File: config.mk
export PLATFORM = sky130hd
export DESIGN_NAME = regFile
export DESIGN_NICKNAME = d
export VERILOG_FILES = /design/src/rvPkg.sv /design/src/regFile.sv
export SDC_FILE = /design/constraint.sdc
export NUM_CORES = 2
export LEC_CHECK = 0
export ABC_CLOCK_PERIOD_IN_PS = 4000
export BUFFER_PORTS_ARGS = -buffer_cell sky130_fd_sc_hd__buf_4
export CORE_MARGIN = 4
export CORE_UTILIZATION = 60
export CTS_CLUSTER_DIAMETER = 150
export DETAILED_ROUTE_END_ITERATION = 16
export GPL_TIMING_DRIVEN = 1
export PLACE_DENSITY = 0.77
export SLEW_MARGIN = 15
export SYNTH_ARGS = -nofsm -noshare
export SYNTH_HDL_FRONTEND = slang
export SYNTH_SLANG_ARGS = --single-unit
export TNS_END_PERCENT = 100
File: constraint.sdc
create_clock -name clk -period 4 [get_ports clk]
set_input_delay 0.4 -clock clk [delete_from_list [all_inputs] [get_ports clk]]
set_output_delay 0.4 -clock clk [all_outputs]
set_load 0.01 [all_outputs]
File: src/rvPkg.sv
/*
  ISA-level widths and CSR addresses for an RV64 execute stage.
  Only the four machine-mode CSRs listed here are implemented,
  all other addresses read as zero.
*/
package rvPkg;

    // data and address words
    typedef logic [63:0] xlenT;

    // register index
    typedef logic [4:0] regAddrT;

    // csr address, taken from imm[11:0]
    typedef logic [11:0] csrAddrT;

    // wishbone byte lanes of a 64-bit bus
    typedef logic [7:0] byteSelT;

    // machine-mode csrs
    localparam csrAddrT CSR_MSCRATCH = 12'h340;
    localparam csrAddrT CSR_MEPC     = 12'h341;
    localparam csrAddrT CSR_MCAUSE   = 12'h342;
    localparam csrAddrT CSR_MTVEC    = 12'h305;

    // x0 included
    localparam int NUM_REGS = 32;

endpackage

File: src/regFile.sv
/*
  Integer register file, two asynchronous reads and one write port.
  x0 reads zero and ignores writes.
*/
module regFile import rvPkg::*; (
    input  logic    clk,
    input  logic    arstN,
    input  regAddrT raAddr,
    input  regAddrT rbAddr,
    input  regAddrT wAddr,
    input  xlenT    wData,
    input  logic    wEn,
    output xlenT    raData,
    output xlenT    rbData
);

    xlenT regs [NUM_REGS];

    always_ff @(posedge clk or negedge arstN) begin
        if (!arstN) begin
            for (int i = 0; i < NUM_REGS; i++) begin
                regs[i] <= '0;
            end
        end else if (wEn && (wAddr != '0)) begin
            regs[wAddr] <= wData;
        end
    end

    // x0 forced on the read side as well
    assign raData = (raAddr == '0) ? '0 : regs[raAddr];
    assign rbData = (rbAddr == '0) ? '0 : regs[rbAddr];

endmodule

# --- Word level (Yosys, flattened, before mapping) ---
# Cells that the tools add are included.
totals:
  regBits: 2048
  inputBits: 82
  out_inout_bits: 128
  word_cells: 55
op_classes:
  n_lt_le_gt_ge: 4
  mux: 11
  bitwise_logic: 3
  n_reduce_logical: 5
ops:
  columns: ["cell", "n"]
  rows:
  - ["2048-bit bitwise mux", 1]
  - ["64-bit binary-select mux with 5-bit select", 2]
  - ["64-bit two-way mux", 7]
  - ["64-bit demux with 5-bit select", 1]
  - ["6-bit greater-or-equal comparator (second input constant)", 3]
  - ["5-bit NOT with 6-bit output", 3]
  - ["5-bit zero test", 2]
  - ["6-bit by 1-bit less-than comparator with 1-bit output (second input constant)", 1]
  - ["5-bit nonzero test", 1]
  - ["1-bit logical AND", 2]

# --- Depth between registers and ports, before layout ---
logic_depth:
  depth_word: 6
  mapped_depth: 10
  mapped_depth_nobuf: 4

# --- Worst setup path after synthesis ---
# Ideal clock, no wire load.
synth_path:
  path_kind: "input to output"
  startpoint: "in rbAddr[0]"
  endpoint: "out rbData[14]"
  arrival_ns: 2.177
  required_ns: 3.600
  path_slack_ns: 1.423
  cell_stages: 8
  path_buffers: 4
  cell_sequence: "buf_2 > buf_6 > buf_2 > buf_2 > mux4_2 > mux2i_1 > o22ai_1 > a31o_2"
synth_between:
  elab_chain_cells: 5
  word_cells_on_any_way: 6
  classes_between: "4 x mux; 1 x bitwise; 1 x reduce/logical"
synth_lines:
  columns: ["item", "line", "text"]
  rows:
  - ["from (decl)", "regFile.sv:9", "input regAddrT rbAddr,"]
  - ["5-bit NOT with 6-bit output (not written as such)", "regFile.sv:31", "assign rbData = (rbAddr == '0) ? '0 : regs[rbAddr];"]
  - ["64-bit binary-select mux with 5-bit select", "regFile.sv:31", null]
  - ["64-bit two-way mux (not written as such) (2 in series)", "regFile.sv:31", null]
  - ["64-bit two-way mux *", "regFile.sv:31", null]
  - ["to (decl)", "regFile.sv:14", "output xlenT rbData"]
# Every way passes the cells marked *; elsewhere a longest branch is shown, timed or not. The select of a mux whose other input is x is not followed.

# --- Worst setup path in the final report ---
layout_path:
  startpoint: "in rbAddr[1]"
  endpoint: "out rbData[39]"
# Same word-level chain as after synthesis.

==> metrics <==
Top Registers=regs x2048; period utilisation layout=0.8838; reg2reg start=regs[1476]; register area share after synthesis=0.4727; P&R area growth vs syn=11.08%; Final Hold Fails=0; worst skew pair latency=0.84 ns; Core ar.=179000 µm²; CP endpoint kind=output pin; Critical path origin=rbAddr[1]; RePlAce Congestion=0.8301; final core occ=0.6728; Worst Hold Depth=2; Hold Crit Class=input pin to flip-flop; overall power=60.79 mW; R2R cell count=1; CP arrival=3.14 ns; worst slew pin tran=1.196 ns; CP Cell Sequence=buf_8 > nand2_1 > buf_4 > o22ai_1 > nor4_1 > a2111oi_0 > buf_4 > buf_4; Post-synth EDFFs=0; vias in the first global route=71380; Final nets=6951; CTS sink count=2048; Final min period=3.535 ns; FILL cells=12090; area leader, netlist=dfrtp_1; Root Driver=clkbuf_16; final worst setup slack=0.4647 ns; TritonCTS buffer count=213; CTS resizes=0; VDD IR max=0.0005593 V; Async SR Flop Fraction=1.000; Detail Route Antenna Nets=0; Multi-input gate area=53910 µm²; RR Endpoint=regs[1476]; Clock Skews=0 ns; Worst Path Required=3.60 ns; Die Area=187600 µm²; relative slew slack=0.1952; critical path type=input pin to output pin; grt total ovfl=0; Leakage=52.83 nW; fmax=0.2829 GHz; Port Buffer Count=209; Vias=68120; # DRC=0; Post-Syn Instances=6963; All-Layer GR Usage=0.3498; status=finished clean; largest net degree at the start of global routing=163; Cell variety after synth=48; max_cap viols=0; flip-flop and latch area=51250 µm²; final setup TNS=0 ns; initial antenna violation count=24; Cell Area, Placed=113100 µm²; Cell Pwr Density=504.7 nW/µm²; Cell Area, Synth=108400 µm²; first drt pass iteration count=6; Top reg by flops=regs; Synth warnings=0; DRT iter0 DRCs=6956; dpl hpwl=185.4 mm; Setup-failing EPs final=0; largest cells by area after synthesis=dfrtp_1 47%, mux2_2 21%, mux4_2 20%, mux2i_1 4.8%, clkbuf_1 1.5%; Startpoint Class=input pin; Max H-tree Level=4; first-pass GRT wire length=482.8 mm; mean area per synthesized cell=15.57 µm²; max reg flops=2048; pre-CTS setup slack=0.5676 ns; post-synth top area share=0.4727; RSZ-0062 raised after global routing=false; Net Count, Synth=7045; Main synth FF type=dfrtp_1; #FFs+latches synth=2048; Vias/cell=7.228; most frequent CP cell=buf_4; kind of cell adding the most delay to the critical path=buffers and inverters; Reg clk slew, reported paths=0.06 ns; fin area=120400 µm²; wire per inst=34.55 µm; Chip Width=433.1 µm; I/O pin count=210; Reg2Reg Setup Slack=3.16 ns; CTS tree=built; maximum buffer depth of the clock tree=3; die height=433.1 µm; Hold Crit Start=wData[21]; WL final=325.6 mm; max incr delay on CP=0.80 ns; slowest cell on the critical path=a2111oi_0; num rows=155; Hold Path Sink=regs[1941]; Critical Path Fanout Max=50; share of cells above drive strength 1=0.5465; Max Transition Viols Final=0; CP Buf/Inv Count=4; Initial Utilization=0.6057
-- cells in the mapped netlist, drive strengths merged (14+ instances only) --
| cell type | instances |
|---|---|
| nor3 | 21 |
| dfrtp | 2048 |
| o22ai | 182 |
| a211oi | 14 |
| or2 | 74 |
| clkbuf | 434 |
| nand2 | 40 |
| o22a | 17 |
| buf | 373 |
| mux4 | 968 |
| mux2i | 520 |
| a22oi | 26 |
| nor2 | 31 |
| nand2b | 14 |
| nor2b | 39 |
| mux2 | 2022 |
-- how the worst max path moves through the flow --
stage / endpoint / slack, ns / depth (start not counted)
2_1_floorplan: rbData[14] / 1.42 / 8
3_3_place_gp: raData[59] / 0.62 / 7
3_5_place_dp: rbData[39] / 0.57 / 8
4_1_cts: raData[59] / 0.53 / 7
5_1_grt: rbData[39] / 0.50 / 8
6_report: rbData[39] / 0.46 / 8
-- through the flow --
step                hold WS, ns  cells
floorplan                0.1044   6963
global placement         0.3293   8992
detailed placement       0.3321   8993
CTS                    0.001132   9402
global route            0.04696   9420
finish                  0.04120   9424
-- what timing repair did --
action / 4_1_cts / 5_1_grt
hold buffers: 16 / 0
hold endpoints to repair: 535 / 0
endpoints found under the setup margin: 0 / 0
buffers inserted: 0 / 0
-- cell usage in the layout (no fill, tap or decap), types with 7 or more instances in the layout --
| cell | synthesis | final |
|---|---|---|
| a22o_1 | 11 | 11 |
| clkbuf_1 | 434 | 60 |
| nor4_1 | 12 | 11 |
| bufinv_16 | 0 | 15 |
| o221ai_1 | 12 | 12 |
| a31o_2 | 13 | 13 |
| nand2_4 | 0 | 13 |
| or2_1 | 71 | 71 |
| a211o_1 | 13 | 13 |
| a21oi_1 | 13 | 13 |
| nand3_1 | 9 | 8 |
| mux2i_1 | 520 | 520 |
| clkinv_2 | 0 | 38 |
| nor2b_1 | 39 | 37 |
| a211oi_1 | 14 | 14 |
| nor2_4 | 0 | 12 |
| o22a_1 | 17 | 17 |
| clkbuf_8 | 0 | 46 |
| nor2_1 | 30 | 18 |
| inv_6 | 0 | 7 |
| nor3_1 | 17 | 17 |
| buf_4 | 26 | 367 |
| mux2_2 | 2008 | 2008 |
| dlygate4sd3_1 | 0 | 16 |
| buf_12 | 0 | 105 |
| clkbuf_16 | 0 | 216 |
| o22ai_1 | 182 | 182 |
| nand2b_1 | 14 | 9 |
| mux4_2 | 968 | 968 |
| mux2_1 | 14 | 14 |
| a22oi_1 | 26 | 26 |
| dfrtp_1 | 2048 | 2048 |
| a2111oi_0 | 9 | 8 |
| nand2_1 | 40 | 27 |
| diode_2 | 0 | 22 |
-- kinds of logic (layout without fill, tap and decap cells) --
| kind of cell | count (synthesis) | count (layout) | synth area share |
|---|---|---|---|
| compound gates | 328 | 328 | 0.02136 |
| buf+inv | 807 | 891 | 0.03283 |
| flops | 2048 | 2048 | 0.4727 |
| mux | 3510 | 3510 | 0.4591 |
| other cells | 0 | 22 | 0 |
| simple gates | 270 | 270 | 0.01409 |
-- cell type report --
cell class                 count  area share
tap                         2355     0.02447
sequential                  2048      0.4255
timing repair buffer         498     0.04307
clock buffer                 321     0.05189
antenna                       22   0.0004571
multi-input combinational   4108      0.4476
clock inverter                72    0.006981
-- layer usage --
metal,vias up,GRT usage,routed length (µm)
li1,26750,-,-
met4,8,0.1826,19360
met1,37140,0.4696,124500
met2,3321,0.5548,156000
met5,-,0,54
met3,891,0.06149,25710
-- power by group --
group / switching, mW / internal (mW)
registers: 2.97 / 24.7
clock network: 8.59 / 11.7
logic: 5.01 / 7.82
total: 16.6 / 44.2
Power figures use the tool's default switching activity.
