**config.mk**
```make
export PLATFORM = sky130hd
export DESIGN_NAME = lsuWishbone
export DESIGN_NICKNAME = d
export VERILOG_FILES = /design/src/rvPkg.sv /design/src/exuCtrlPkg.sv /design/src/lsuWishbone.sv
export SDC_FILE = /design/constraint.sdc
export NUM_CORES = 1
export LEC_CHECK = 0
export ABC_AREA = 1
export ABC_CLOCK_PERIOD_IN_PS = 4820
export BUFFER_PORTS_ARGS = -buffer_cell sky130_fd_sc_hd__buf_2
export CAP_MARGIN = 20
export CORE_ASPECT_RATIO = 0.8
export CORE_UTILIZATION = 37
export DETAILED_ROUTE_END_ITERATION = 6
export MAX_ROUTING_LAYER = met4
export PLACE_DENSITY_LB_ADDON = 0.25
export SYNTH_ARGS = -nofsm -noshare
export SYNTH_HDL_FRONTEND = slang
export SYNTH_SLANG_ARGS = --single-unit
```
**constraint.sdc**
```tcl
create_clock -name clk -period 4.82 [get_ports clk]
set_input_delay 0.482 -clock clk [delete_from_list [all_inputs] [get_ports clk]]
set_output_delay 0.482 -clock clk [all_outputs]
set_load 0.05 [all_outputs]
```
**src/rvPkg.sv**
```systemverilog
/*
  ISA-level widths and CSR addresses for an RV64 execute stage.
  Only the four machine-mode CSRs listed here are implemented,
  all other addresses read as zero.
*/
package rvPkg;

    // data and address words
    typedef logic [63:0] xlenT;

    // register index
    typedef logic [4:0] regAddrT;

    // csr address, taken from imm[11:0]
    typedef logic [11:0] csrAddrT;

    // wishbone byte lanes of a 64-bit bus
    typedef logic [7:0] byteSelT;

    // machine-mode csrs
    localparam csrAddrT CSR_MSCRATCH = 12'h340;
    localparam csrAddrT CSR_MEPC     = 12'h341;
    localparam csrAddrT CSR_MCAUSE   = 12'h342;
    localparam csrAddrT CSR_MTVEC    = 12'h305;

    // x0 included
    localparam int NUM_REGS = 32;

endpackage

```
**src/exuCtrlPkg.sv**
```systemverilog
/*
  Decoded control encodings driven by the decoder into the execute stage,
  and the state encoding of the load/store unit.
  Word variants and mul/div are not encoded.
*/
package exuCtrlPkg;

    typedef enum logic [3:0] {
        ALU_ADD,
        ALU_SUB,
        ALU_AND,
        ALU_OR,
        ALU_XOR,
        ALU_SLL,
        ALU_SRL,
        ALU_SRA,
        ALU_SLT,
        ALU_SLTU
    } aluOpT;

    // second alu operand
    typedef enum logic [1:0] {
        SRCB_REG,
        SRCB_IMM,
        SRCB_FOUR
    } aluSrcBT;

    typedef enum logic [2:0] {
        BR_NONE,
        BR_JAL,
        BR_JALR,
        BR_BEQ,
        BR_BNE,
        BR_BLT,
        BR_BGE
    } branchT;

    // loads first, then stores
    typedef enum logic [3:0] {
        MEM_NONE,
        MEM_LB, MEM_LH, MEM_LW, MEM_LD,
        MEM_LBU, MEM_LHU, MEM_LWU,
        MEM_SB, MEM_SH, MEM_SW, MEM_SD
    } memOpT;

    typedef enum logic [1:0] {
        CSR_NONE,
        CSR_WRITE,
        CSR_SET,
        CSR_CLEAR
    } csrOpT;

    typedef enum logic {
        LSU_IDLE,
        LSU_BUSY
    } lsuStateT;

endpackage

```
**src/lsuWishbone.sv**
```systemverilog
/*
  Wishbone classic data master, one access at a time.
  Addresses are assumed naturally aligned; no fault or misalign checks.
  done and loadData are valid in the ack cycle, combinationally from wbDatR.
  Request fields are captured on start, so the issue side may move on.
*/
module lsuWishbone import rvPkg::*, exuCtrlPkg::*; (
    input  logic    clk,
    input  logic    arstN,
    input  logic    start,
    input  memOpT   memOp,
    input  xlenT    addr,
    input  xlenT    storeData,
    input  xlenT    wbDatR,
    input  logic    wbAck,
    output logic    busy,
    output logic    done,
    output xlenT    loadData,
    output logic    wbCyc,
    output logic    wbStb,
    output logic    wbWe,
    output xlenT    wbAdr,
    output byteSelT wbSel,
    output xlenT    wbDatW
);

    lsuStateT   state;
    memOpT      memOpQ;
    logic [2:0] offsetQ;
    logic       weQ;
    byteSelT    sizeMask;
    xlenT       lane;

    // bytes touched, before the lane shift
    always_comb begin
        case (memOp)
            MEM_LB, MEM_LBU, MEM_SB: sizeMask = 8'h01;
            MEM_LH, MEM_LHU, MEM_SH: sizeMask = 8'h03;
            MEM_LW, MEM_LWU, MEM_SW: sizeMask = 8'h0f;
            default:                 sizeMask = 8'hff;
        endcase
    end

    always_ff @(posedge clk or negedge arstN) begin
        if (!arstN) begin
            state <= LSU_IDLE;
        end else begin
            case (state)
                LSU_IDLE: if (start) state <= LSU_BUSY;
                LSU_BUSY: if (wbAck) state <= LSU_IDLE;
                default:  state <= LSU_IDLE;
            endcase
        end
    end

    // request payload
    always_ff @(posedge clk) begin
        if (start && (state == LSU_IDLE)) begin
            memOpQ  <= memOp;
            offsetQ <= addr[2:0];
            weQ     <= memOp inside {MEM_SB, MEM_SH, MEM_SW, MEM_SD};
            wbAdr   <= {addr[63:3], 3'b000};
            wbSel   <= sizeMask << addr[2:0];
            wbDatW  <= storeData << {addr[2:0], 3'b000};
        end
    end

    assign busy  = (state == LSU_BUSY);
    assign wbCyc = busy;
    assign wbStb = busy;
    assign wbWe  = busy & weQ;
    assign done  = busy & wbAck;

    // addressed lane moved down to bit 0
    assign lane = wbDatR >> {offsetQ, 3'b000};

    always_comb begin
        case (memOpQ)
            MEM_LB:  loadData = {{56{lane[7]}}, lane[7:0]};
            MEM_LH:  loadData = {{48{lane[15]}}, lane[15:0]};
            MEM_LW:  loadData = {{32{lane[31]}}, lane[31:0]};
            MEM_LBU: loadData = {56'b0, lane[7:0]};
            MEM_LHU: loadData = {48'b0, lane[15:0]};
            MEM_LWU: loadData = {32'b0, lane[31:0]};
            default: loadData = lane;
        endcase
    end

endmodule

```
# Word-level counts from Yosys, hierarchy flattened
# Memories as Yosys holds them, arrays and structs flattened.
# Index checks and enable logic that the tools add are counted.
[totals]
reg_bits = 142
rom_bits = 112
inputBits = 200
word_cells = 30
n_memories = 1
[op_classes]
n_eq_ne = 10
shift = 3
n_mux = 4
n_bitwise = 3
n_reduce_logical = 2
[mem_list]
columns = ["memory", "words", "width", "read_ports", "rd_clocked_by_memory_dff", "write_ports", "line_no", "text"]
rows = [
  ["(no name shown)", 16, 7, 1, 0, 0, "lsuWishbone.sv:36", "case (memOp)"],
]
[ops]
columns = ["operator", "count"]
rows = [
  ["$pmux 64 s6", 1],
  ["$shl 64x6->64", 1],
  ["$shr 64x6->64", 1],
  ["$eq 4x4->1 const B", 4],
  ["$eq 4x3->1 const B", 3],
  ["$eq 4x2->1 const B", 2],
  ["$shl 8x3->8", 1],
  ["$eq 4x1->1 const B", 1],
  ["$reduce_bool 4->1", 1],
  ["$and 1x1->1", 2],
  ["$mux 1", 2],
  ["$pmux 1 s2", 1],
  ["$logic_and 1x1->1", 1],
  ["$not 1->1", 1],
]

# Depth between registers and ports, before layout
[depth]
depth_word = 2
mapped_depth = 10
mapped_depth_nobuf = 9

# Least setup slack after synthesis
# Ideal clock, no wire load.
[synth_timing]
path_kind = "reg-to-reg"
startpoint = "register state (netlist: busy)"
endpoint = "register memOpQ[0], enable pin"
setup_time_ns = 0.494
arrival_ns = 3.512
slack_ns = 0.814
stages_incl_launch_ff = 4
period_less_slack_ns = 4.006
path_cell_list = "dfrtp_1 > inv_1 > nand2_1 > inv_1"
[synth_between]
elab_chain_cells = 2
[synth_lines]
columns = ["item", "line_no", "text"]
rows = [
  ["start, declared", "lsuWishbone.sv:27", "lsuStateT state;"],
  ["start signal, assigned", "lsuWishbone.sv:46", "state <= LSU_IDLE;"],
  ["start signal, assigned", "lsuWishbone.sv:49", "LSU_IDLE: if (start) state <= LSU_BUSY;"],
  ["start signal, assigned", "lsuWishbone.sv:50", "LSU_BUSY: if (wbAck) state <= LSU_IDLE;"],
  ["$not 1->1", "lsuWishbone.sv:58", "if (start && (state == LSU_IDLE)) begin"],
  ["$logic_and 1x1->1", "lsuWishbone.sv:58", ""],
  ["end signal, assigned", "lsuWishbone.sv:59", "memOpQ <= memOp;"],
  ["end, declared", "lsuWishbone.sv:28", "memOpT memOpQ;"],
]
# Every way passes these cells.
# A chain may end at the register's enable or synchronous reset.

# Worst setup path after layout
[layout_timing]
startpoint = "register offsetQ[0]"
endpoint = "output loadData[30]"
[layout_between]
elab_chain_cells = 2
[layout_lines]
columns = ["item", "line_no", "text"]
rows = [
  ["start, declared", "lsuWishbone.sv:29", "logic [2:0] offsetQ;"],
  ["start signal, assigned", "lsuWishbone.sv:60", "offsetQ <= addr[2:0];"],
  ["$shr 64x6->64", "lsuWishbone.sv:75", "assign lane = wbDatR >> {offsetQ, 3'b000};"],
  ["$pmux 64 s6", "lsuWishbone.sv:78", "case (memOpQ)"],
  ["end, declared", "lsuWishbone.sv:18", "output xlenT loadData,"],
]
# Every way passes these cells.

==> impl_metrics.sql <==
INSERT INTO impl_metrics (metric_group, metric, value, unit) VALUES
('run_status', 'outcome', 'completed', ''),
('cells_and_area', 'finish.net_count', '1617', ''),
('timing', 'grt_setup_unrepaired', 'false', ''),
('setup_path', 'timing.critical_path.required', '4.34', 'ns'),
('timing', 'final-setup-viol-count', '0', ''),
('grt', 'pin_count_of_the_biggest_net_entering_global_routing', '77', ''),
('setup_path', 'worstSetupEndpointType', 'output pin', ''),
('pwr', 'internal_power', '0.00253', 'W'),
('placement', 'detailedPlacementHpwl', '21800', 'µm'),
('placement', 'port-buffer-count', '401', ''),
('run', 'timing.max_cap.violations', '0', ''),
('cells_and_area', 'final_area', '0.0113', 'mm²'),
('cts', 'clk_latency_worst_skew_pair', '0.42', 'ns'),
('synthesis', 'synth_edf_count', '141', ''),
('cells_and_area', 'layout_common_cells', 'sky130_fd_sc_hd__buf_2, sky130_fd_sc_hd__nand2_1, sky130_fd_sc_hd__edfxtp_1', ''),
('pwr', 'total_leakage_power', '5.54', 'nW'),
('timing', 'max_clock_freq', '307', 'MHz'),
('cts', 'cts_tree', 'done', ''),
('synthesis', 'synth-seq-cells', '142', ''),
('floorplanning', 'rows', '49', ''),
('pwr', 'power.combinational.fraction', '31.2', '%'),
('cts', 'postCtsSetupBuffers', '0', ''),
('cts', 'cts_buffer_depth', '2', ''),
('routing', 'drt-initial-drc-count', '968', ''),
('cells_and_area', 'final_common_cell', 'sky130_fd_sc_hd__buf_2', ''),
('routing', 'routed_wirelength', '29400', 'µm'),
('floorplanning', 'chipHeight', '138', 'µm'),
('floorplanning', 'die_area', '0.0237', 'mm²'),
('pwr', 'report.power.total', '0.00418', 'W'),
('timing', 'slew-limit-headroom', '38.1', '%'),
('cells_and_area', 'drive_above_1_share', '33.1', '%'),
('floorplanning', 'io_pins', '405', ''),
('setup_path', 'timing_worst_setup_path_type', 'reg -> out', ''),
('timing', 'worst_slew_pin_slew', '0.929', 'ns'),
('synthesis', 'synth_async_sr_flop_share', '0.704', '%'),
('grt', 'grt.total_usage', '24.7', '%'),
('timing', 'slew_viol_final', '0', ''),
('grt', 'grt_antenna_before_repair', '5', ''),
('setup_path', 'worstPathArrival', '2.78', 'ns'),
('synthesis', 'syn-mean-instance-area', '8.10', 'µm²'),
('cts', 'clock_transition_at_the_registers_of_the_reported_paths', '0.07', 'ns'),
('routing', 'detail_route.first_pass.iterations', '5', ''),
('pwr', 'worst_ir_drop_vdd', '0.000182', 'V'),
('synthesis', 'ys_types', '34', ''),
('grt', 'first_global_vias', '7589', ''),
('cts', 'cts_made_buffers', '17', ''),
('setup_path', 'reg2reg_slack', '2.71', 'ns'),
('routing', 'routed-via-count', '8788', ''),
('cells_and_area', 'nFillCells', '2225', ''),
('routing', 'route.detailed.wl_per_inst', '16.9', 'µm'),
('synthesis', 'cell_count_after_synthesis', '1055', ''),
('setup_path', 'timing.critical_path.fanout_max', '68', ''),
('synthesis', 'yosys_warnings', '0', ''),
('synthesis', 'ys_seq_area_share', '49.9', '%'),
('placement', 'finalWeightedCongestion', '0.957', ''),
('cells_and_area', 'syn_to_final_growth', '32.3', '%'),
('floorplanning', 'fp.dieW', '172', 'µm'),
('routing', 'post_drt_via_cell_ratio', '5.06', ''),
('pwr', 'switchingPower', '0.00165', 'W'),
('timing', 'period_share', '67.7', '%'),
('synthesis', 'mappedNetlistArea', '0.00854', 'mm²'),
('pwr', 'clock_power_share', '32.8', '%'),
('routing', 'route.detailed.drc', '0', ''),
('timing', 'time_the_final_worst_path_needs_with_i_o_delays_and_setup', '3.26', 'ns'),
('floorplanning', 'floorplan.core_area', '0.0226', 'mm²'),
('timing', 'timing.clock.skew', '0.00977', 'ns'),
('routing', 'antenna_violating_nets_post_route', '0', ''),
('grt', 'global_route.overflow_total', '0', ''),
('floorplanning', 'floorplan.initialDensity', '37.9', '%'),
('pwr', 'seq_power_share', '36.0', '%'),
('cts', 'clock_sinks', '142', ''),
('cts', 'cts_root_buffer', 'sky130_fd_sc_hd__clkbuf_16', ''),
('hold_path', 'worstHoldPathType', 'in -> reg', ''),
('timing', 'setup_tns', '0', 'ns'),
('pwr', 'power_per_cell_area', '370', 'mW/mm²'),
('pwr', 'switching_share', '39.4', '%'),
('timing', 'hold_viol', '0', ''),
('setup_path', 'critPathLaunchType', 'flip-flop', ''),
('synthesis', 'ys.flop_type', 'sky130_fd_sc_hd__edfxtp_1', ''),
('cts', 'htreeDepth', '4', ''),
('placement', 'place_area', '0.0107', 'mm²'),
('grt', 'grt_pass1_wl', '43000', 'µm');
==> final timing paths <==
| check | startpoint | end | cells past startpoint |
|---|---|---|---|
| worst max-delay path | offsetQ[0] | loadData[30] | 10 |
| worst min-delay path | addr[51] | wbAdr[51] | 1 |
| worst max register to register | busy | wbAdr[4] | 4 |
| worst min register to register | busy | busy | 2 |
| max in group asynchronous | arstN | busy | 2 |
| min in group asynchronous | arstN | busy | 2 |
==> registers in the layout, summed over array words and instances, names as in the netlist <==
name / count
memOpQ: 4
wbDatW: 64
weQ: 1
wbSel: 8
busy: 1
offsetQ: 3
wbAdr: 61
==> metal layers <==
metal	global-route usage [%]	vias up	share of wire [%]
met5	-	-	0
met4	6.64	0	1.6
met3	5.76	36	8.8
met2	36.0	471	46
met1	34.3	3973	44
li1	-	4308	-
==> critical path, cell delays in order, from the launching register on <==
cell and delay [ns]:
sky130_fd_sc_hd__edfxtp_1 0.36, sky130_fd_sc_hd__buf_4 0.53, sky130_fd_sc_hd__nand2_1 0.15, sky130_fd_sc_hd__nand3_1 0.13
sky130_fd_sc_hd__nand3_1 0.12, sky130_fd_sc_hd__nand3_2 0.10, sky130_fd_sc_hd__buf_4 0.32, sky130_fd_sc_hd__nand2_2 0.11
sky130_fd_sc_hd__inv_4 0.22, sky130_fd_sc_hd__nand2_1 0.08, sky130_fd_sc_hd__buf_2 0.21
==> Yosys cell counts, types with 8 or more instances <==
cell type	number	area, µm²
sky130_fd_sc_hd__a21oi_1	8	40.0
sky130_fd_sc_hd__buf_2	37	185
sky130_fd_sc_hd__buf_4	10	75.1
sky130_fd_sc_hd__clkbuf_1	30	113
sky130_fd_sc_hd__edfxtp_1	141	4230
sky130_fd_sc_hd__inv_1	63	236
sky130_fd_sc_hd__mux2i_1	17	170
sky130_fd_sc_hd__nand2_1	356	1340
sky130_fd_sc_hd__nand2_2	13	81.3
sky130_fd_sc_hd__nand3_1	94	470
sky130_fd_sc_hd__nand4_1	36	225
sky130_fd_sc_hd__nor2_1	52	195
sky130_fd_sc_hd__o211ai_1	28	210
sky130_fd_sc_hd__o21ai_0	113	566
sky130_fd_sc_hd__o22ai_1	8	50.1
==> cell type report <==
type	count	area [µm²]	share of cell area [%]
tap	306	383	3.39
multi-input combinational	763	3610	32.0
antenna	6	15.0	0.133
clock inverter	15	199	1.76
clock buffer	17	425	3.76
inverter	68	263	2.32
sequential	142	4260	37.7
timing repair buffer	419	2140	19.0
==> timing repair <==
action | in CTS | in global routing
endpoints found under the hold margin | 1 | 0
hold buffers | 1 | 0
resized for setup | 0 | 0
==> through the flow <==
step	worst slack, ns	hold slack, ns	std cells	util (%)
final	1.56	0.232	1736	50.1
after global routing	1.33	0.202	1734	50.1
after CTS	1.55	0.213	1730	50.0
after detailed placement	2.00	0.260	1697	47.2
after global placement	2.07	0.259	1697	47.2
after floorplan	0.814	0.186	1057	-
==> power by group through the flow <==
stage	Combinational (W)	Clock [W]	Sequential, W
floorplan	0.000647	0	0.00185
global placement	0.00130	0	0.00153
detailed placement	0.00130	0	0.00153
CTS	0.00130	0.00140	0.00151
global route	0.00139	0.00146	0.00152
finish	0.00131	0.00137	0.00151
==> logic make-up after synthesis <==
kind of cell | share of synthesized area, %
AND/OR/NAND/NOR | 28.3
buffers and inverters | 7.91
other | 0.0439
multiplexers | 1.99
flip-flops | 49.9
AO/OA/AOI/OAI | 11.0
adder cells (fa/ha/maj) | 0.879
Power figures use the tool's default switching activity.
