<file path="src/rvPkg.sv">
/*
  ISA-level widths and CSR addresses for an RV64 execute stage.
  Only the four machine-mode CSRs listed here are implemented,
  all other addresses read as zero.
*/
package rvPkg;

    // data and address words
    typedef logic [63:0] xlenT;

    // register index
    typedef logic [4:0] regAddrT;

    // csr address, taken from imm[11:0]
    typedef logic [11:0] csrAddrT;

    // wishbone byte lanes of a 64-bit bus
    typedef logic [7:0] byteSelT;

    // machine-mode csrs
    localparam csrAddrT CSR_MSCRATCH = 12'h340;
    localparam csrAddrT CSR_MEPC     = 12'h341;
    localparam csrAddrT CSR_MCAUSE   = 12'h342;
    localparam csrAddrT CSR_MTVEC    = 12'h305;

    // x0 included
    localparam int NUM_REGS = 32;

endpackage

</file>
<file path="src/exuCtrlPkg.sv">
/*
  Decoded control encodings driven by the decoder into the execute stage,
  and the state encoding of the load/store unit.
  Word variants and mul/div are not encoded.
*/
package exuCtrlPkg;

    typedef enum logic [3:0] {
        ALU_ADD,
        ALU_SUB,
        ALU_AND,
        ALU_OR,
        ALU_XOR,
        ALU_SLL,
        ALU_SRL,
        ALU_SRA,
        ALU_SLT,
        ALU_SLTU
    } aluOpT;

    // second alu operand
    typedef enum logic [1:0] {
        SRCB_REG,
        SRCB_IMM,
        SRCB_FOUR
    } aluSrcBT;

    typedef enum logic [2:0] {
        BR_NONE,
        BR_JAL,
        BR_JALR,
        BR_BEQ,
        BR_BNE,
        BR_BLT,
        BR_BGE
    } branchT;

    // loads first, then stores
    typedef enum logic [3:0] {
        MEM_NONE,
        MEM_LB, MEM_LH, MEM_LW, MEM_LD,
        MEM_LBU, MEM_LHU, MEM_LWU,
        MEM_SB, MEM_SH, MEM_SW, MEM_SD
    } memOpT;

    typedef enum logic [1:0] {
        CSR_NONE,
        CSR_WRITE,
        CSR_SET,
        CSR_CLEAR
    } csrOpT;

    typedef enum logic {
        LSU_IDLE,
        LSU_BUSY
    } lsuStateT;

endpackage

</file>
<file path="src/csrFile.sv">
/*
  Machine-mode CSRs: mscratch, mepc, mcause and mtvec.
  Unknown addresses read zero and drop writes. csrRes is the value
  before the update, written back on commit.
*/
module csrFile import rvPkg::*, exuCtrlPkg::*; (
    input  logic    clk,
    input  logic    arstN,
    input  csrOpT   csrOp,
    input  csrAddrT csrAddr,
    input  xlenT    dataIn,
    input  logic    commit,
    output xlenT    csrRes,
    output xlenT    mepc
);

    xlenT mscratchQ;
    xlenT mepcQ;
    xlenT mcauseQ;
    xlenT mtvecQ;
    xlenT newVal;

    always_comb begin
        case (csrAddr)
            CSR_MSCRATCH: csrRes = mscratchQ;
            CSR_MEPC:     csrRes = mepcQ;
            CSR_MCAUSE:   csrRes = mcauseQ;
            CSR_MTVEC:    csrRes = mtvecQ;
            default:      csrRes = '0;
        endcase
    end

    always_comb begin
        case (csrOp)
            CSR_WRITE: newVal = dataIn;
            CSR_SET:   newVal = csrRes | dataIn;
            CSR_CLEAR: newVal = csrRes & ~dataIn;
            default:   newVal = csrRes;
        endcase
    end

    always_ff @(posedge clk or negedge arstN) begin
        if (!arstN) begin
            mscratchQ <= '0;
            mepcQ     <= '0;
            mcauseQ   <= '0;
            mtvecQ    <= '0;
        end else if (commit && (csrOp != CSR_NONE)) begin
            case (csrAddr)
                CSR_MSCRATCH: mscratchQ <= newVal;
                CSR_MEPC:     mepcQ     <= newVal;
                CSR_MCAUSE:   mcauseQ   <= newVal;
                CSR_MTVEC:    mtvecQ    <= newVal;
                default: begin
                end
            endcase
        end
    end

    // return address for mret
    assign mepc = mepcQ;

endmodule

</file>
<file path="config.mk">
export PLATFORM = sky130hd
export DESIGN_NAME = csrFile
export DESIGN_NICKNAME = d
export VERILOG_FILES = /design/src/rvPkg.sv /design/src/exuCtrlPkg.sv /design/src/csrFile.sv
export SDC_FILE = /design/constraint.sdc
export NUM_CORES = 1
export LEC_CHECK = 0
export BUFFER_PORTS_ARGS = -buffer_cell sky130_fd_sc_hd__buf_2
export CAP_MARGIN = 30
export CELL_PAD_IN_SITES_DETAIL_PLACEMENT = 0
export CELL_PAD_IN_SITES_GLOBAL_PLACEMENT = 1
export CORE_MARGIN = 4
export CORE_UTILIZATION = 45
export CTS_CLUSTER_SIZE = 25
export DETAILED_ROUTE_END_ITERATION = 6
export PLACE_DENSITY_LB_ADDON = 0.1
export SETUP_SLACK_MARGIN = 0.3
export SLEW_MARGIN = 0
export SYNTH_ARGS = -nofsm -noshare
export SYNTH_HDL_FRONTEND = slang
export SYNTH_SLANG_ARGS = --single-unit
</file>
<file path="constraint.sdc">
create_clock -name clk -period 2.1 [get_ports clk]
set_clock_uncertainty 0.05 [all_clocks]
set_input_delay 0.315 -clock clk [delete_from_list [all_inputs] [get_ports clk]]
set_output_delay 0.315 -clock clk [all_outputs]
set_load 0.03 [all_outputs]
</file>
After elaboration in Yosys (flattened, before gate mapping)
Cells that the tools add are included.

storage, ports and cells
  output and inout bits = 128
  input bits = 81
  flip-flop bits (word level) = 256

cells by class
  mux-type cells = 2
  bitwise operators = 3
  reduce and logical (&&, ||, !) cells = 6
  eq/ne operators = 7

operators with widths
  cell                                              count
  case mux 64 bit (4 select lines)                  1
  case mux 64 bit (3 select lines)                  1
  bitwise AND 64 bit                                1
  inverter 64 bit                                   1
  bitwise OR 64 bit                                 1
  == test 12 x 10 -> 1 bit (second input constant)  4
  AND reduction 2 bit                               4
  == test 2 bit (second input constant)             2
  == test 2 x 1 -> 1 bit (second input constant)    1
  nonzero test 2 bit                                1
  logical AND 1 bit                                 1

Logic depth before layout (Yosys ltp)
Gate-level depths: netlist (run 1).

  depth after elaboration = 4
  depth in mapped cells = 9
  depth with buffers taken out = 5

Worst setup path before layout (run 1)
Ideal clock, no wire load.

  kind = input -> output
  start point = input csrAddr[6]
  end point = output csrRes[13]
  path slack = 0.146 ns
  buffers on the path = 2
  required time = 1.735 ns
  stages = 6
  data arrival time = 1.589 ns
  path through = clkbuf_1 > clkbuf_1 > and3b_1 > o21ai_1 > a21oi_1 > or2_2

between the ends
  word-level cells in the longest chain between the ends = 2

ends and longest elaborated chain
  element                               RTL line       RTL
  from (decl)                           csrFile.sv:10  input csrAddrT csrAddr,
  == test 12 x 10 -> 1 bit              csrFile.sv:24  case (csrAddr)
  case mux 64 bit (4 select lines) (*)  csrFile.sv:24
  to (decl)                             csrFile.sv:13  output xlenT csrRes,

Mark *: on every way between the ends. The rest lies on a longest branch, timed or not.

Worst setup path after layout (run 1)
  start point = register mtvecQ[5]
  end point = output csrRes[5]

between the ends
  word-level cells in the longest chain between the ends = 1

ends and longest elaborated chain
  element                           RTL line       RTL
  from (decl)                       csrFile.sv:20  xlenT mtvecQ;
  from (signal assigned)            csrFile.sv:53  CSR_MTVEC: mtvecQ <= newVal;
  case mux 64 bit (4 select lines)  csrFile.sv:24

Every way passes these cells.

==> results.md, run 1 <==
- Total chip power: 0.0114 W
- Setup-failing EPs final: 51
- Crit-path cells: and3b_1 > o21ai_1 > buf_4 > a21oi_2 > or2_4 > buf_6
- Skew-Pair Late Insertion Delay: 0.56 ns
- Top post-synthesis cells by area: dfrtp_1, a21oi_1, nand2_1
- Area grow syn2layout: 42.5%
- Failing checks: negative setup slack
- Post-synth EDFFs: 0
- Crit path largest cell delay: 0.38 ns
- Crit path launch type: flop
- Synth cell count leaders: dfrtp_1, a21oi_1, nand2_1
- Die width: 191 um
- H-tree levels: 1
- Drt initial violations: 1001
- Tcrit/Tclk final: 1.03
- Fin. max-slew vios: 0
- Via/cell ratio: 5.98
- CP required: 1.74 ns
- HP Class: in -> reg
- Placed standard-cell area: 0.0181 mm2
- Root buf cell: clkbuf_16
- R2r worst-path depth: 12
- Die ar.: 0.0365 mm2
- Number of global-route vias before repair: 15100
- Cell Area, Synth: 0.0151 mm2
- IO Port Bufs: 208
- Crit path kind: reg -> out
- Num rows: 66
- Proportion of layout cells with a drive suffix above 1: 0.427
- Reg clk slew, reported paths: 0.06 ns
- Worst hold stages: 3
- Yosys warns: 0
- # fillers: 2712
- Vias: 14900
- Largest net degree at the start of global routing: 76
- Worst R2R Setup Slack: 0.36 ns
- Worst-Margin Slew: 0.541 ns
- #FFs+latches synth: 256
- Count of final hold-check violations: 0
- WP data arrival: 1.80 ns
- Pre-CTS setup slack: -0.228 ns
- Cts bufs inserted: 31
- Slew margin rel.: 0.639
- CTS max path bufs: 3
- # DRC: 0
- Post-layout min period: 2.17 ns
- Sequential fraction of the synthesis area: 0.425
- FF-to-FF End: mscratchQ[34]
- Worst flop-to-flop path startpoint: mtvecQ[34]
- Worst-path fanout max: 2
- ANT nets after route: 0
- Number of I/O pins: 209
- Syn Nets: 1723
- Design Area, Final: 0.0215 mm2
- Crit-path slowest cell: dfrtp_1
- Routed WL: 53.0 mm
- Synth Instances: 1642
- RSZ-0062 raised after global routing: true
- Die Ht: 191 um
- Worst Setup End Kind: output port
- Outcome: finished with violations
- Most used DFF post-synth: dfrtp_1
- Area leader, netlist: dfrtp_1
- Max Clk Rate: 461 MHz
- Setup WS post-layout: -0.0681 ns
- Gr usage total: 0.282
- Ys async rst share: 1.00
- Worst hold start: dataIn[15]
- Top cell type's share of synthesized area: 0.425
- Synth cell types: 43
- Bufs and invs on worst path: 2
- Final hold slack: 0.0309 ns
- Clk sinks: 256
- Worst vdd ir: 0.571 mV
- Hold Path Sink: mscratchQ[15]
- # diodes: 0
- First-pass GRT wire length: 83.0 mm
- Nets: 2108
- Max cap viols: 0
- DP HPWL: 31.9 mm
- Pre-antenna DRT Iters: 7
- Per-cell routed wire length: 21.3 um
- Starting density of the core: 0.460
- Power per cell area: 529 mW/mm2
- GRT overflow: 0
- CTS tree: yes
- Count leader, synth: dfrtp_1
- Placeable Area: 0.0328 mm2
- Top delay family on crit path: simple AND/OR/NAND/NOR gates
- Leakage: 10.1 nW
- Gp weighted congestion: 0.791
- Initial antenna violation count: 0
- Syn Area/Cell: 9.19 um2
==> final cells by class <==
cell class	count	area [um2]	share of cell area
multi-input cells	1242	9030	0.420
flip-flops and latches	256	6410	0.298
repair buffers	496	4530	0.211
clock buffers	47	896	0.0417
well taps	442	553	0.0257
clock inverters	10	81.3	0.00378
==> registers in the layout, summed over array words and instances, names as in the netlist <==
name and flops:
mtvecQ 64, mepc 64, mcauseQ 64, mscratchQ 64
==> where the power goes <==
group          internal (W)  total [W]  switching (W)
clock network       0.00304    0.00521        0.00216
logic              0.000443    0.00120       0.000754
registers           0.00496    0.00498      0.0000160
total               0.00845     0.0114        0.00293
==> stage by stage <==
stage,setup TNS [ns],std cells,util
after floorplan,0,1642,-
after global placement,-19.38,2313,0.553
after detailed placement,-22.20,2313,0.553
after CTS,-1.11,2461,0.637
after global routing,-3.93,2493,0.656
final,-1.46,2493,0.656
==> tightest hold or removal path, stage by stage <==
cell	delay (ns)
buf_2	0.09
a21oi_1	0.06
a21oi_1	0.13
==> per-layer routing <==
layer | vias up | wire [um] | global-route usage
met5 | - | 0 | 0
met2 | 537 | 25400 | 0.471
li1 | 6835 | - | -
met4 | 0 | 1400 | 0.0807
met1 | 7446 | 22700 | 0.383
met3 | 97 | 3560 | 0.0413
==> how the worst max path moves through the flow <==
stage / depth (start not counted) / start / to
3_3_place_gp: 7 / csrAddr[1] / mtvecQ[63]
6_report: 6 / mtvecQ[5] / csrRes[5]
4_1_cts: 6 / mepc[7] / csrRes[7]
3_5_place_dp: 7 / csrAddr[1] / mtvecQ[63]
5_1_grt: 6 / mtvecQ[7] / csrRes[7]
2_1_floorplan: 6 / csrAddr[1] / csrRes[10]
==> layout by cell type (no fill, tap or decap), types with 49 or more instances in the layout <==
cell type	instances
nor2_1	89
buf_4	216
a31oi_1	87
buf_6	79
o32a_1	49
o21ai_2	59
buf_2	136
a21oi_1	190
buf_12	51
dfrtp_1	256
nand3b_1	70
and3b_1	58
nand2_1	109
==> what timing repair did <==
item | 4_1_cts | 5_1_grt
buffers inserted | 82 | 31
cloned | 8 | 1
pin swaps | 108 | 61
hold buffers | 1 | 0
endpoints found under the hold margin | 49 | 0
resized for setup | 257 | 78
setup endpoints to repair | 64 | 65
==> cell families (layout without fill, tap and decap cells) <==
group	Yosys count	after routing	share of synthesized area
and+or+nand+nor	635	635	0.236
AOI/OAI and AO/OA	606	606	0.290
DFF	256	256	0.425
buffers and inverters	144	553	0.0492
xor gates and xnor gates	1	1	0.000581
(Power assumes the default switching activity.)
==> run 2, diff against run 1 <==
BUFFER_PORTS_ARGS = not set   (was -buffer_cell sky130_fd_sc_hd__buf_2)
CORE_UTILIZATION = 49   (was 45)
DONT_BUFFER_PORTS = 1   (was not set)
SETUP_SLACK_MARGIN = not set   (was 0.3)
==> results.md, run 2 (synthesis gave the netlist of run 1 again) <==
- WP data arrival: 1.74 ns
- Skew-Pair Late Insertion Delay: 0.51 ns
- Setup WS post-layout: -0.00488 ns
- Placeable Area: 0.0300 mm2
- Num rows: 63
- Multi-input logic area: 0.00819 mm2
- Crit path kind: reg -> out
- First-pass GRT wire length: 75.6 mm
- GRT overflow: 0
- Max Clk Rate: 475 MHz
- Slew margin rel.: 0.639
- Clk sinks: 256
- Cell internal pwr: 0.00913 W
- Cts bufs inserted: 34
- H-tree levels: 2
- HP Class: in -> async
- Die Ht: 183 um
- Power per cell area: 632 mW/mm2
- ANT nets after route: 0
- CTS hold repair buffers: 54
- Area grow syn2layout: 23.9%
- Starting density of the core: 0.502
- Tcrit/Tclk final: 1.00
- Gr usage total: 0.279
- Initial antenna violation count: 1
- Combinational fraction of design power: 0.064
- Number of global-route vias before repair: 13700
- CP required: 1.74 ns
- Fin. max-slew vios: 0
- Failing checks: negative hold slack, negative setup slack
- Final core utilization: 0.622
- Per-cell routed wire length: 21.9 um
- CTS tree: yes
- Crit-path slowest cell: dfrtp_2
- # fillers: 2598
- Switch share: 0.228
- Worst vdd ir: 0.427 mV
- NetSw: 0.00270 W
- Crit path launch type: flop
- Setup-failing EPs final: 1
- Critical Path Source: mepc[11]
- Commonest non-fill, non-tap cell in the layout: dfrtp_1
- Number of I/O pins: 209
- RSZ-0062 raised after global routing: true
- Drt initial violations: 932
- Reg clk slew, reported paths: 0.06 ns
- # DRC: 0
- Post-layout min period: 2.10 ns
- Routed WL: 48.0 mm
- Crit-path cells: and3b_1 > o21ai_2 > a21oi_2 > or2_4
- Vias: 13700
- Final hold slack: -0.543 ns
- Outcome: finished with violations
- CTS max path bufs: 3
- Gp weighted congestion: 0.811
- Worst-path fanout max: 3
- Total chip power: 0.0118 W
- Count of final hold-check violations: 256
- IO Port Bufs: 0
- Nets: 1857
- Clock power share: 0.515
- Max cap viols: 0
- Worst Setup End Kind: output port
- Most frequent cells in the layout: dfrtp_1, a21oi_1, nand2_1, buf_4, nor2_1
- Via/cell ratio: 6.24
- Design Area, Final: 0.0187 mm2
- Pre-antenna DRT Iters: 5
- Largest net degree at the start of global routing: 257
- Proportion of layout cells with a drive suffix above 1: 0.262
- Setup TNS: -0.00488 ns
- Die ar.: 0.0337 mm2
- Worst flop-to-flop path startpoint: mepc[18]
- Reg power frac: 0.422
- Leakage: 8.29 nW
- Flip-flop and latch area: 0.00645 mm2
- DP HPWL: 27.9 mm
- Root buf cell: clkbuf_16
- Worst-Margin Slew: 0.542 ns
- Die width: 183 um
- Placed standard-cell area: 0.0167 mm2
- Crit path largest cell delay: 0.48 ns
==> run 2: routing by layer <==
metal / vias to the layer above / global-route usage / part of all wire
li1: 6332 / - / -
met1: 6768 / 0.371 / 0.42
met2: 486 / 0.466 / 0.48
met3: 84 / 0.0617 / 0.082
met4: 0 / 0.0688 / 0.021
met5: - / 0 / 0
==> run 2: cell type report <==
type | instances | share of cell area
multi-input cells | 1242 | 0.438
flip-flops and latches | 256 | 0.345
repair buffers | 242 | 0.128
clock buffers | 51 | 0.0566
well taps | 390 | 0.0261
clock inverters | 9 | 0.00663
diodes | 1 | 0.000134
==> run 2: timing repair <==
item | in CTS | in global routing
resized for setup | 81 | 45
setup endpoints to repair | 51 | 54
pin swaps | 6 | 22
endpoints found under the hold margin | 383 | 256
setup buffers | 0 | 3
==> run 2: critical path, delay by kind of cell, from the launching register on <==
kind / cells / cell delay [ns]
and+or+nand+nor: 2 / 0.54
DFF: 1 / 0.48
AOI/OAI and AO/OA: 2 / 0.22
==> run 2: worst paths after layout <==
| check | endpoint | slack (ns) | cells past startpoint |
|---|---|---|---|
| max in group asynchronous | mepc[51] | 2.05 | 0 |
| max reg2reg | mcauseQ[18] | 0.46 | 6 |
| min reg2reg | mcauseQ[1] | 0.43 | 1 |
| min | mscratchQ[31] | -0.54 | 0 |
| min in group clk | mepc[4] | 0.01 | 3 |
| max | csrRes[11] | -0.005 | 4 |
==> run 2: power by group through the flow <==
stage                     clock [W]  combinational (W)  sequential (W)
after floorplan                   0           0.000532         0.00508
after global placement            0           0.000637         0.00507
after detailed placement          0           0.000641         0.00507
after CTS                   0.00617           0.000739         0.00499
after global routing        0.00640           0.000810         0.00499
final                       0.00609           0.000751         0.00499
==> run 2: through the flow <==
step	worst slack, ns	hold slack (ns)	instances
global route	-0.0617	-0.565	2190
CTS	-0.0153	-0.559	2187
global placement	-0.130	-0.0233	2073
floorplan	0.146	-0.0306	1642
detailed placement	-0.0995	-0.0228	2073
finish	-0.00488	-0.543	2191
